File: src/mips_dbg_pkg.sv
`default_nettype none

package mips_dbg_pkg;

    ////////////////////////////////////////////////////////////////////////////
    // Datapath and memory.
    ////////////////////////////////////////////////////////////////////////////
    localparam int WORD_W     = 32;
    // Word address into the program RAM.
    localparam int ADDR_W     = 10;
    localparam int MEM_DEPTH  = 1024;
    // PC and cycle count both go out as 16-bit fields.
    localparam int CYCLE_W    = 16;
    localparam int OPCODE_W   = 6;
    localparam logic [OPCODE_W-1:0] HALT_OPCODE = '0;

    ////////////////////////////////////////////////////////////////////////////
    // UART framing and timing.
    ////////////////////////////////////////////////////////////////////////////
    localparam int BYTE_W        = 8;
    localparam int STOP_BITS     = 2;
    // Ticks per bit, and clocks per tick.
    localparam int OVERSAMPLE    = 16;
    localparam int CLKS_PER_TICK = 4;
    localparam int DIV_W         = $clog2(CLKS_PER_TICK);
    localparam int TICK_CNT_W    = $clog2(OVERSAMPLE);
    localparam int BIT_CNT_W     = $clog2(BYTE_W);

    ////////////////////////////////////////////////////////////////////////////
    // Host protocol.
    ////////////////////////////////////////////////////////////////////////////
    localparam logic [BYTE_W-1:0] CMD_LOAD = 8'h01;
    localparam logic [BYTE_W-1:0] CMD_RUN  = 8'h02;
    localparam logic [BYTE_W-1:0] CMD_STEP = 8'h03;
    localparam logic [BYTE_W-1:0] CMD_DUMP = 8'h04;
    localparam logic [BYTE_W-1:0] ACK_BYTE = 8'hA5;
    localparam int DUMP_BYTES = 8;
    localparam int DUMP_IDX_W = $clog2(DUMP_BYTES);
    // Index of a byte inside a program word.
    localparam int BYTE_IDX_W = $clog2(WORD_W / BYTE_W);

    typedef enum logic [3:0] {
        ST_IDLE,
        ST_LOAD_LEN,
        ST_LOAD_BYTE,
        ST_LOAD_WR,
        ST_LOAD_DONE,
        ST_RUN_CLR,
        ST_RUN,
        ST_STEP,
        ST_STEP_WAIT,
        ST_ACK,
        ST_SEND,
        ST_SEND_WAIT
    } dbg_state_t;

endpackage

`default_nettype wire

File: src/mem_port_if.sv
`default_nettype none

interface mem_port_if;
    import mips_dbg_pkg::*;

    // Request, held until granted.
    logic              req;
    logic              we;
    logic [ADDR_W-1:0] addr;
    logic [WORD_W-1:0] wdata;
    // Same-cycle grant.
    logic              gnt;
    // Read word, one cycle after the grant.
    logic [WORD_W-1:0] rdata;

    modport requester (
        output req, we, addr, wdata,
        input  gnt, rdata
    );

    modport arbiter (
        input  req, we, addr, wdata,
        output gnt, rdata
    );

endinterface

`default_nettype wire

File: src/instruction_fetch.sv
`default_nettype none

module instruction_fetch (
    input  logic                             i_clock,
    input  logic                             i_rst,
    input  logic                             i_run_en,
    input  logic                             i_step,
    input  logic                             i_clear,
    mem_port_if.requester                    mem_port,
    output logic                             o_halted,
    output logic [mips_dbg_pkg::ADDR_W-1:0]  o_pc,
    output logic [mips_dbg_pkg::CYCLE_W-1:0] o_cycle_count,
    output logic [mips_dbg_pkg::WORD_W-1:0]  o_instr
);
    import mips_dbg_pkg::*;

    logic step_pend_q;
    // Read granted last cycle, word arrives now.
    logic busy_q;
    logic is_halt;

    assign is_halt = (mem_port.rdata[WORD_W-1 -: OPCODE_W] == HALT_OPCODE);

    // A step fetches even when halted.
    assign mem_port.req   = ((i_run_en && !o_halted) || step_pend_q) && !busy_q && !i_clear;
    assign mem_port.we    = 1'b0;
    assign mem_port.addr  = o_pc;
    assign mem_port.wdata = '0;

    always_ff @(posedge i_clock) begin
        if (i_rst || i_clear) begin
            o_pc          <= '0;
            o_cycle_count <= '0;
            o_instr       <= '0;
            o_halted      <= 1'b0;
            step_pend_q   <= 1'b0;
            busy_q        <= 1'b0;
        end else begin
            if (i_step) begin
                step_pend_q <= 1'b1;
            end
            if (mem_port.gnt) begin
                busy_q <= 1'b1;
            end
            // Capture cycle.
            if (busy_q) begin
                busy_q        <= 1'b0;
                step_pend_q   <= i_step;
                o_instr       <= mem_port.rdata;
                o_cycle_count <= o_cycle_count + 1'b1;
                // PC stays on the HALT word.
                if (is_halt) begin
                    o_halted <= 1'b1;
                end else begin
                    o_pc <= o_pc + 1'b1;
                end
            end
        end
    end

endmodule

`default_nettype wire

File: src/flat_wrapper.sv
// flat-port wrapper written by rule: the top's interface ports become plain ports
module instruction_fetch_flat import mips_dbg_pkg::*;
  (i_clock, i_rst, i_run_en, i_step, i_clear, o_halted, o_pc, o_cycle_count, o_instr, mem_port_req, mem_port_we, mem_port_addr, mem_port_wdata, mem_port_gnt, mem_port_rdata);
  mem_port_if mem_port_i ();
  input  logic i_clock;
  input  logic i_rst;
  input  logic i_run_en;
  input  logic i_step;
  input  logic i_clear;
  output logic o_halted;
  output logic [mips_dbg_pkg::ADDR_W-1:0] o_pc;
  output logic [mips_dbg_pkg::CYCLE_W-1:0] o_cycle_count;
  output logic [mips_dbg_pkg::WORD_W-1:0] o_instr;
  output wire logic [$bits(mem_port_i.req)-1:0] mem_port_req;
  output wire logic [$bits(mem_port_i.we)-1:0] mem_port_we;
  output wire logic [$bits(mem_port_i.addr)-1:0] mem_port_addr;
  output wire logic [$bits(mem_port_i.wdata)-1:0] mem_port_wdata;
  input wire logic [$bits(mem_port_i.gnt)-1:0] mem_port_gnt;
  input wire logic [$bits(mem_port_i.rdata)-1:0] mem_port_rdata;
  assign mem_port_req = mem_port_i.req;
  assign mem_port_we = mem_port_i.we;
  assign mem_port_addr = mem_port_i.addr;
  assign mem_port_wdata = mem_port_i.wdata;
  assign mem_port_i.gnt = mem_port_gnt;
  assign mem_port_i.rdata = mem_port_rdata;
  instruction_fetch u_core (.i_clock(i_clock), .i_rst(i_rst), .i_run_en(i_run_en), .i_step(i_step), .i_clear(i_clear), .mem_port(mem_port_i), .o_halted(o_halted), .o_pc(o_pc), .o_cycle_count(o_cycle_count), .o_instr(o_instr));
endmodule
File: config.mk
export PLATFORM = sky130hd
export DESIGN_NAME = instruction_fetch_flat
export DESIGN_NICKNAME = d
export VERILOG_FILES = /design/src/mips_dbg_pkg.sv /design/src/mem_port_if.sv /design/src/instruction_fetch.sv /design/src/flat_wrapper.sv
export SDC_FILE = /design/constraint.sdc
export NUM_CORES = 1
export LEC_CHECK = 0
export ABC_AREA = 0
export CORE_ASPECT_RATIO = 0.8
export CORE_MARGIN = 5
export CORE_UTILIZATION = 25
export DETAILED_ROUTE_END_ITERATION = 16
export DONT_BUFFER_PORTS = 1
export PLACE_DENSITY_LB_ADDON = 0.15
export SLEW_MARGIN = 20
export SYNTH_ARGS = -nofsm -noshare
export SYNTH_HDL_FRONTEND = slang
export SYNTH_SLANG_ARGS = --single-unit
File: constraint.sdc
create_clock -name i_clock -period 1.9 [get_ports i_clock]
set_input_delay 0.095 -clock i_clock [delete_from_list [all_inputs] [get_ports i_clock]]
set_output_delay 0.095 -clock i_clock [all_outputs]
set_load 0.01 [all_outputs]
==> summary.md, run 1 <==
| Metric | Value |
|---|---|
| Status | finished clean |
| Total number of nets in the final design | between 300 and 400 |
| Slew HR | 64.7% |
| Slack of the worst reg-to-reg path | 320 ps |
| Standard-cell row count | 34 |
| Pins over their slew limit | 0 |
| Number of buffers added on ports | 0 |
| Drt pass-1 iters | 4 |
| Core box area | 10800 um^2 |
| Maximum number of pins on one net before global-route repair | 27 |
| P per Cell Area | 947 nW/um^2 |
| Met3 routed wirelength | about 630 um |
| Drt wl/cell | 14.1 um |
| # Post-CTS Setup Buffers | 0 |
| Cell type of the slowest stage on the worst timing path | dfxtp_1 |
| Vias | 2006 |
| Vias in the first global route | 1922 |
| Clk slew on worst S/H paths | 60 ps |
| Yosys warning total | 0 |
| Portion of synthesized cell area occupied by the leading cell type | 44.8% |
| Synthesized area per cell | 9.28 um^2 |
| Vias per std cell | 4.21 |
| Post-cts gate resize count | 0 |
| Period utilization | just over 80% |
| CTS sink cnt | 61 |
| Critical path type | reg2reg |
| Root Buffer | clkbuf_16 |
| I/O pin count | 141 |
| Initial Utilization | 25.3% |
| Worst hold path type | in2reg |
| Share of post-route cells with drive strength above 1 | around 11% |
| Area of all sequential standard cells | 1220 um^2 |
| Register bit total from synthesis | 61 |
| Worst skew pair latency | 330 ps |
| CP Data Arrival Time | 1780 ps |
| R2R cell count | 5 |
| Cells taking the most area after synthesis | dfxtp_1, mux2i_1, buf_4, nor2_1, xor2_1 |
| Worst clock skew | 4.31 ps |
| Top Metal Used | met4 |
| Distinct cell type count after synthesis | 32 |
| Highest Clock Rate | 633 MHz |
| Delay contributed by the slowest stage of the critical path | 440 ps |
| Antenna violations before repair | 0 |
| Number of flops mapped to enable cells by yosys | 0 |
| Req. time, crit path | 2100 ps |
| Netlist area before placement | 2730 um^2 |
| N_diodes | 0 |
| Area growth, synth to finish | 25.0% |
| Worst reg2reg startpoint | u_core.o_cycle_count[0]$_SDFFE_PP0P_ |
| Initial drt markers | 48 |
| Setup violations, final | 0 |
| # DRC | 0 |
| Global-route total usage across every layer | 10.3% |
| Layout fillers | 1118 |
| Number of maximum-capacitance violations | 0 |
| Routed length on met2 | 2980 um |
| Hold Crit Depth | 3 |
| Commonest register cell after synthesis | dfxtp_1 |
| Buffer depth of the longest clock path | 2 |
| DIE HEIGHT | 103 um |
| Area of the multi-input gates | 1220 um^2 |
| CTS tree | done |
| Antenna-violating nets left | 0 |
| Worst min-delay path startpoint | mem_port_rdata[26] |
| Maximum fanout count along the critical path | 6 |
| Max H-tree Level | 3 |
| Most frequent cells after synthesis | dfxtp_1, nor2_1, buf_4 |
| Most frequently used cell type in the post-synthesis netlist | dfxtp_1 |
| Number of hold violations in the final report | 0 |
| Async set or reset register ratio after synthesis | 0% |
| Sequential-to-total area share from yosys stat | approximately 45% |
| HPWL after detailed placement | between 4000 and 5000 um |
| Unrepaired setup endpoints after global routing | no |
| Post-placement worst setup slack | 321 ps |
| Post-route worst setup slack | 320 ps |
| Dominant cell type by area after synthesis | dfxtp_1 |
| Number of hold buffers added after CTS | 34 |
| Crit path capture type | flip-flop |
| Width of the die | 127 um |
| Final GP Congestion | between 0.6 and 0.7 |
| Total CTS buffers | 9 |
| Leakage power | roughly 1.2 nW |
| Final critical delay including setup and external delays | roughly 1600 ps |
| Peak supply drop | between 0.0003 and 0.0004 V |
| Synth Instances | 294 |
| Least-Margin Pin Slew | 530 ps |
| Launching instance or port of the critical path | u_core.o_cycle_count[0]$_SDFFE_PP0P_ |
| Total negative slack for setup checks | 0 ps |
| Sum of routed wire length over all layers | between 6000 and 7000 um |
| Total routed wire length on the met1 layer | 3000 um |
| CP Cell Sequence | ha_1 > nand3_1 > nor4_1 > xnor2_1 > nor2_1 |
| First-pass GRT wire length | 10200 um |
| Nature of the critical path startpoint | flip-flop |
| Die ar. | 13100 um^2 |
| Total gr overflow | 0 |
[path summary, 6_finish.rpt]
path	end
min reg2reg	u_core.step_pend_q$_SDFFE_PP0P_
max reg2reg	u_core.o_cycle_count[12]$_SDFFE_PP0P_
max	u_core.o_cycle_count[12]$_SDFFE_PP0P_
min	u_core.o_halted$_SDFFE_PP0P_
[cells in the final DEF, fill, tap and decap left out, types with 2 or more instances in the layout]
| master | synthesis | routed |
|---|---|---|
| a21oi_1 | 7 | 7 |
| and3_1 | 3 | 3 |
| and4_1 | 2 | 2 |
| buf_4 | 43 | 15 |
| bufinv_16 | 0 | 2 |
| clkbuf_16 | 0 | 9 |
| clkinvlp_4 | 0 | 3 |
| conb_1 | 1 | 33 |
| dfxtp_1 | 61 | 60 |
| dlygate4sd3_1 | 0 | 34 |
| ha_1 | 2 | 2 |
| inv_1 | 5 | 5 |
| mux2i_1 | 34 | 34 |
| nand2_1 | 6 | 6 |
| nand3_1 | 4 | 4 |
| nand4_1 | 5 | 5 |
| nor2_1 | 56 | 56 |
| nor3_1 | 5 | 5 |
| nor4_1 | 4 | 4 |
| o2111ai_1 | 2 | 2 |
| o211ai_1 | 2 | 2 |
| o21ai_0 | 3 | 3 |
| or2_2 | 2 | 2 |
| or3_1 | 4 | 4 |
| or4_1 | 2 | 2 |
| xnor2_1 | 9 | 9 |
| xor2_1 | 10 | 10 |
[registers in the layout, summed over array words and instances (netlist names)]
register,count
u_core.o_instr,32
u_core.o_cycle_count,16
u_core.mem_port.addr,10
u_core.busy_q,1
u_core.o_halted,1
u_core.step_pend_q,1
[metrics by stage]
stage	instances	hold WS, ps	cell area [um^2]	power (mW)	utilization (%)
finish	477	219	3410	3.23	31.7
global route	477	237	3410	3.40	31.7
CTS	477	211	3410	3.31	31.7
detailed placement	427	225	2750	1.46	25.6
global placement	427	217	2750	1.46	25.6
floorplan	326	212	2850	1.48	-
[kinds of logic after synthesis]
group / share of synthesized area (%)
AND/OR/NAND/NOR: 15.8
buffers and inverters: 14.9
flip-flops: 44.8
multiplexers: 12.5
AO/OA/AOI/OAI: 4.91
XOR/XNOR: 6.10
adder cells (fa/ha/maj): 0.917
other: 0.137
[critical path: cells and delay by family (launching register included)]
kind / cells / cell delay [ps]
xor gates and xnor gates: 1 / 160
DFF: 1 / 440
adders and majority gates: 1 / 230
and+or+nand+nor: 3 / 620
[per-layer routing]
layer	track usage (%)	vias to the layer above
met1	12.5	933
met3	4.57	12
li1	-	976
met2	15.8	85
met4	5.19	0
met5	0	-
[power breakdown]
part	switching [mW]	leakage (nW)	internal [mW]
Combinational	0.0987	0.587	0.0818
Sequential	0.0146	0.493	1.29
Clock	0.599	0.145	1.14
[layout make-up]
cell class | count | share of cell area (%)
clock buffers | 10 | 6.71
clock inverters | 6 | 2.57
inverters | 5 | 0.550
multi-input cells | 202 | 35.8
flip-flops and latches | 61 | 35.8
well taps | 144 | 5.28
repair buffers | 49 | 13.3
Note: power is estimated with default switching activity, not from simulation.
==> run 2: changes to the inputs <==
==> constraint.sdc (replaced) <==
create_clock -name i_clock -period 1.6 [get_ports i_clock]
set_input_delay 0.08 -clock i_clock [delete_from_list [all_inputs] [get_ports i_clock]]
set_output_delay 0.08 -clock i_clock [all_outputs]
set_load 0.01 [all_outputs]
==> summary.md, run 2 (synthesized netlist as in run 1, its figures left out) <==
| Metric | Value |
|---|---|
| I/O pin count | 141 (unchanged) |
| Delay contributed by the slowest stage of the critical path | 420 ps (-20 ps) |
| Nature of the critical path startpoint | flip-flop |
| Drt pass-1 iters | 4 (unchanged) |
| Commonest non-fill, non-tap cell in the layout | dfxtp_1 |
| Standard-cell row count | 34 (unchanged) |
| Register with the highest flop count | u_core.o_instr |
| DIE HEIGHT | 103 um (unchanged) |
| Area of the multi-input gates | 1240 um^2 (+1.4%) |
| Largest register FFs | 32 (unchanged) |
| Antenna violations before repair | 0 (unchanged) |
| CTS tree | done |
| Width of the die | 127 um (unchanged) |
| Area of all sequential standard cells | 1220 um^2 (unchanged) |
| Area growth, synth to finish | 30.9% |
| Worst hold path type | in2reg |
| Total gr overflow | 0 (unchanged) |
| Critical path type | reg2reg |
| Layout fillers | 1120 (+0.18%) |
| Drt wl/cell | 14.0 um (-0.70%) |
| Maximum fanout count along the critical path | 19 (+13) |
| Status | finished clean |
| # DRC | 0 (unchanged) |
| Pins over their slew limit | 0 (unchanged) |
| Max H-tree Level | 3 (unchanged) |
| Vias | 2027 (+1.0%) |
| Number of hold violations in the final report | 0 (unchanged) |
| Period utilization | 88.8% (+5.6 points) |
| Crit path buf inv count | 1 (+1) |
| Highest-count cells in the layout ignoring fill and taps | dfxtp_1, nor2_1, mux2i_1, dlygate4sd3_1, conb_1 |
| Sum of routed wire length over all layers | 6850 um (+1.6%) |
| Leakage power | 1.32 nW (+7.6%) |
| Die ar. | 13100 um^2 (unchanged) |
| N_diodes | 0 (unchanged) |
| Root Buffer | clkbuf_16 |
| Maximum number of pins on one net before global-route repair | 39 (+44%) |
| Req. time, crit path | 1850 ps (-250 ps) |
| Setup violations, final | 0 (unchanged) |
| CP Data Arrival Time | 1670 ps (-110 ps) |
| First-pass GRT wire length | 10200 um (-0.14%) |
| Cell type of the slowest stage on the worst timing path | dfxtp_2 |
| Final critical delay including setup and external delays | 1420 ps (-160 ps) |
| Total negative slack for setup checks | 0 ps (unchanged) |
| Initial Utilization | 25.3% (unchanged) |
| Share of post-route cells with drive strength above 1 | 15.1% (+4.0 points) |
| HPWL after detailed placement | 4660 um (-0.35%) |
| Post-layout util | 33.2% (+1.5 points) |
| Highest Clock Rate | 704 MHz (+11%) |
| Worst hold slack across all endpoints | 187 ps (-32.1 ps) |
| Clk slew on worst S/H paths | 50 ps (about the same) |
| CP Cell Sequence | buf_12 > o211ai_2 > or4_1 > a21oi_1 |
| Number of maximum-capacitance violations | 0 (unchanged) |
| Final GP Congestion | 0.750 (+8.8%) |
| Worst skew pair latency | 320 ps (about the same) |
| CTS sink cnt | 61 (unchanged) |
| Core box area | 10800 um^2 (unchanged) |
| P per Cell Area | 1110 nW/um^2 (+18%) |
| Unrepaired setup endpoints after global routing | no |
| Total number of nets in the final design | 379 (+3.0%) |
| Vias per std cell | 4.15 (-1.2%) |
| Family of cells with the greatest summed delay on the critical path | flip-flops |
| Global-route total usage across every layer | 10.1% (-0.19 points) |
| Total CTS buffers | 9 (unchanged) |
| Number of buffers added on ports | 0 (unchanged) |
| Vias in the first global route | 1887 (-1.8%) |
| Antenna-violating nets left | 0 (unchanged) |
| Peak supply drop | 0.000548 V (+52%) |
| Crit path capture type | flip-flop |
| Worst clock skew | 7.37 ps (+3.06 ps) |
| Buffer depth of the longest clock path | 2 (unchanged) |
| Initial drt markers | 41 (-15%) |
[run 2: timing repair]
action	in CTS	in global routing
gates resized for setup	0	3
hold endpoints to repair	34	0
endpoints found under the setup margin	0	3
hold buffers	34	0
buffers inserted	0	0
[run 2: area by class of cell]
class	instances	area share [%]
repair buffers	60	15.8
multi-input cells	202	34.7
well taps	144	5.05
clock inverters	3	1.82
clock buffers	13	7.85
inverters	5	0.526
flip-flops and latches	61	34.2
[run 2: through the flow]
| stage | setup slack [ps] | cells | cell area [um^2] | total power [mW] |
|---|---|---|---|---|
| finish | 180 | 488 | 3570 | 3.97 |
| global route | 36.8 | 488 | 3570 | 4.16 |
| CTS | 76.5 | 487 | 3530 | 4.07 |
| detailed placement | 90.0 | 437 | 2840 | 1.73 |
| global placement | 118 | 437 | 2840 | 1.73 |
| floorplan | 189 | 326 | 2850 | 1.76 |
[run 2: path summary, 6_finish.rpt]
path | start | end | cells past startpoint | slack [ps]
max | u_core.busy_q$_SDFF_PP0_ | u_core.mem_port.addr[8]$_SDFFE_PP0P_ | 4 | 180
min | i_clear | u_core.o_cycle_count[9]$_SDFFE_PP0P_ | 2 | 190
max reg2reg | u_core.busy_q$_SDFF_PP0_ | u_core.mem_port.addr[8]$_SDFFE_PP0P_ | 4 | 180
min reg2reg | u_core.step_pend_q$_SDFFE_PP0P_ | u_core.step_pend_q$_SDFFE_PP0P_ | 2 | 510
[run 2: power by group]
group	internal [mW]	total (mW)	switching, mW
Clock	1.53	2.20	0.670
Combinational	0.104	0.223	0.119
Sequential	1.54	1.55	0.0165
Total	3.17	3.97	0.806
[run 2: routing by layer]
metal	share of wire (%)	global-route usage (%)	vias up
met3	11	4.83	9
met5	0	0	-
met2	44	14.5	98
met4	1.7	4.45	0
met1	43	13.0	918
li1	-	-	1002
==> run 3: changes to the inputs <==
==> constraint.sdc (replaced) <==
create_clock -name i_clock -period 1.2 [get_ports i_clock]
set_input_delay 0.06 -clock i_clock [delete_from_list [all_inputs] [get_ports i_clock]]
set_output_delay 0.06 -clock i_clock [all_outputs]
set_load 0.01 [all_outputs]
==> summary.md, run 3 (synthesized netlist as in run 1, its figures left out) <==
| Metric | Value |
|---|---|
| Initial Utilization | 25.3% (unchanged) |
| Post-route worst setup slack | -78.5 ps (-258 ps) |
| Total gr overflow | 0 (unchanged) |
| Critical path type | reg2reg |
| Global-route total usage across every layer | 10.9% (+0.77 points) |
| Final GP Congestion | 0.738 (-1.7%) |
| Req. time, crit path | 1410 ps (-440 ps) |
| Sum of routed wire length over all layers | 7250 um (+5.8%) |
| Total CTS buffers | 9 (unchanged) |
| Met1 track demand over resource in global routing | 12.1% (-0.97 points) |
| First-pass GRT wire length | 11000 um (+8.7%) |
| Area growth, synth to finish | 49.7% |
| Die ar. | 13100 um^2 (unchanged) |
| Maximum number of pins on one net before global-route repair | 43 (+10%) |
| Commonest non-fill, non-tap cell in the layout | nor2_1 |
| Unrepaired setup endpoints after global routing | yes |
| Max H-tree Level | 3 (unchanged) |
| CP Data Arrival Time | 1490 ps (-180 ps) |
| Share of post-route cells with drive strength above 1 | 32.0% (+17 points) |
| R2R cell count | 6 (+2) |
| Register with the highest flop count | u_core.o_instr |
| Endpoint of the most critical setup path | u_core.o_cycle_count[8]$_SDFFE_PP0P_ |
| Pins over their slew limit | 0 (unchanged) |
| Violations in the final reports | setup timing |
| Maximum fanout count along the critical path | 6 (-13) |
| Worst skew pair latency | 330 ps (about the same) |
| Root Buffer | clkbuf_16 |
| RR Endpoint | u_core.o_cycle_count[8]$_SDFFE_PP0P_ |
| Leakage power | 1.62 nW (+23%) |
| Antenna-violating nets left | 0 (unchanged) |
| Initial drt markers | 81 (+98%) |
| Routing usage on met2 | 17.5% (+3.0 points) |
| Layer with the highest usage after global routing | met2 |
| Met3 track utilization from global routing | 6.52% (+1.7 points) |
| CTS tree | done |
| N_diodes | 0 (unchanged) |
| Core box area | 10800 um^2 (unchanged) |
| Period utilization | 107% (+18 points) |
| Worst clock skew | 7.72 ps (+0.354 ps) |
| Vias | 2197 (+8.4%) |
| Drt pass-1 iters | 4 (unchanged) |
| Slack of the worst reg-to-reg path | -80 ps (-260 ps) |
| Number of maximum-capacitance violations | 0 (unchanged) |
| Total power after layout | 4.73 mW (+19%) |
| Buffer depth of the longest clock path | 2 (unchanged) |
| Worst hold path type | in2reg |
| Status | finished, violations left |
| Placed cell count | 464 (+6.2%) |
| Vias per std cell | 4.18 (+0.75%) |
| Number of hold violations in the final report | 0 (unchanged) |
| Peak supply drop | 0.000765 V (+40%) |
| Final critical delay including setup and external delays | 1280 ps (-142 ps) |
| DIE HEIGHT | 103 um (unchanged) |
| Standard-cell row count | 34 (unchanged) |
| P per Cell Area | 1160 nW/um^2 (+3.9%) |
| Clk slew on worst S/H paths | 50 ps (about the same) |
| HPWL after detailed placement | 4830 um (+3.6%) |
| # DRC | 0 (unchanged) |
| Highest Clock Rate | 782 MHz (+11%) |
| Worst reg2reg startpoint | u_core.o_cycle_count[0]$_SDFFE_PP0P_ |
| Largest register FFs | 32 (unchanged) |
| Drt wl/cell | 13.8 um (-1.7%) |
| Setup violations, final | 8 (+8) |
| Post-layout util | 37.9% (+4.8 points) |
| Antenna violations before repair | 0 (unchanged) |
| Launching instance or port of the critical path | u_core.o_cycle_count[0]$_SDFFE_PP0P_ |
| Width of the die | 127 um (unchanged) |
| Post-placement worst setup slack | -115 ps (-205 ps) |
| Crit path capture type | flip-flop |
| Nature of the critical path startpoint | flip-flop |
| Total number of nets in the final design | 416 (+9.8%) |
| Vias in the first global route | 2165 (+15%) |
| Number of buffers added on ports | 0 (unchanged) |
| I/O pin count | 141 (unchanged) |
| Fin cells | 525 (+7.6%) |
| CTS sink cnt | 61 (unchanged) |
| Highest-count cells in the layout ignoring fill and taps | nor2_1, buf_4, dfxtp_1 |
| Total negative slack for setup checks | -286 ps (-286 ps) |
-- run 3: how the worst min path moves through the flow --
stage / startpoint / end / slack (ps) / cells past startpoint
after floorplan: i_clear / mem_port_req / 170 / 1
after global placement: i_step / u_core.step_pend_q$_SDFFE_PP0P_ / 180 / 2
after detailed placement: i_step / u_core.step_pend_q$_SDFFE_PP0P_ / 190 / 2
after CTS: mem_port_rdata[30] / u_core.o_halted$_SDFFE_PP0P_ / 110 / 3
after global routing: mem_port_rdata[30] / u_core.o_halted$_SDFFE_PP0P_ / 160 / 3
final: mem_port_rdata[30] / u_core.o_halted$_SDFFE_PP0P_ / 170 / 3
-- run 3: cell type report --
cell class                      count  area, um^2
Timing Repair Buffer               97         910
Tap cell                          144         180
Fill cell                        1078        6680
Inverter                            5        18.8
Clock inverter                      5        37.5
Clock buffer                       11         233
Multi-Input combinational cell    202        1440
Sequential cell                    61        1260
-- run 3: per-stage QoR --
| step | hold WS [ps] | area, um^2 |
|---|---|---|
| 4_1_cts | 114 | 3910 |
| 6_report | 166 | 4080 |
| 5_1_grt | 162 | 4080 |
| 3_5_place_dp | 191 | 3150 |
| 3_3_place_gp | 180 | 3150 |
| 2_1_floorplan | 171 | 2980 |
-- run 3: what timing repair did --
| item | 4_1_cts | 5_1_grt |
|---|---|---|
| setup buffers | 7 | 2 |
| cloned | 0 | 1 |
| pin swaps | 6 | 20 |
| setup endpoints to repair | 16 | 25 |
| hold endpoints to repair | 34 | 0 |
| hold buffers | 36 | 0 |
| gates resized for setup | 15 | 30 |
-- run 3: report_power, final --
| group | total [mW] | switching (mW) | internal [mW] |
|---|---|---|---|
| clock | 2.33 | 0.932 | 1.40 |
| sequential | 2.05 | 0.0241 | 2.03 |
| combinational | 0.341 | 0.171 | 0.170 |
| total | 4.73 | 1.13 | 3.60 |
-- run 3: worst max-delay path, stage by stage (launching register included) --
cell and delay, ps:
dfxtp_4 370, ha_4 150, nand3_4 130, buf_4 170, nor3_4 150, xnor2_1 140
nor2_1 50
-- run 3: routing by layer --
layer	wire [um]	part of all wire (%)
met1	2880	40
met2	3410	47
met3	862	12
met4	96	1.3
met5	0	0
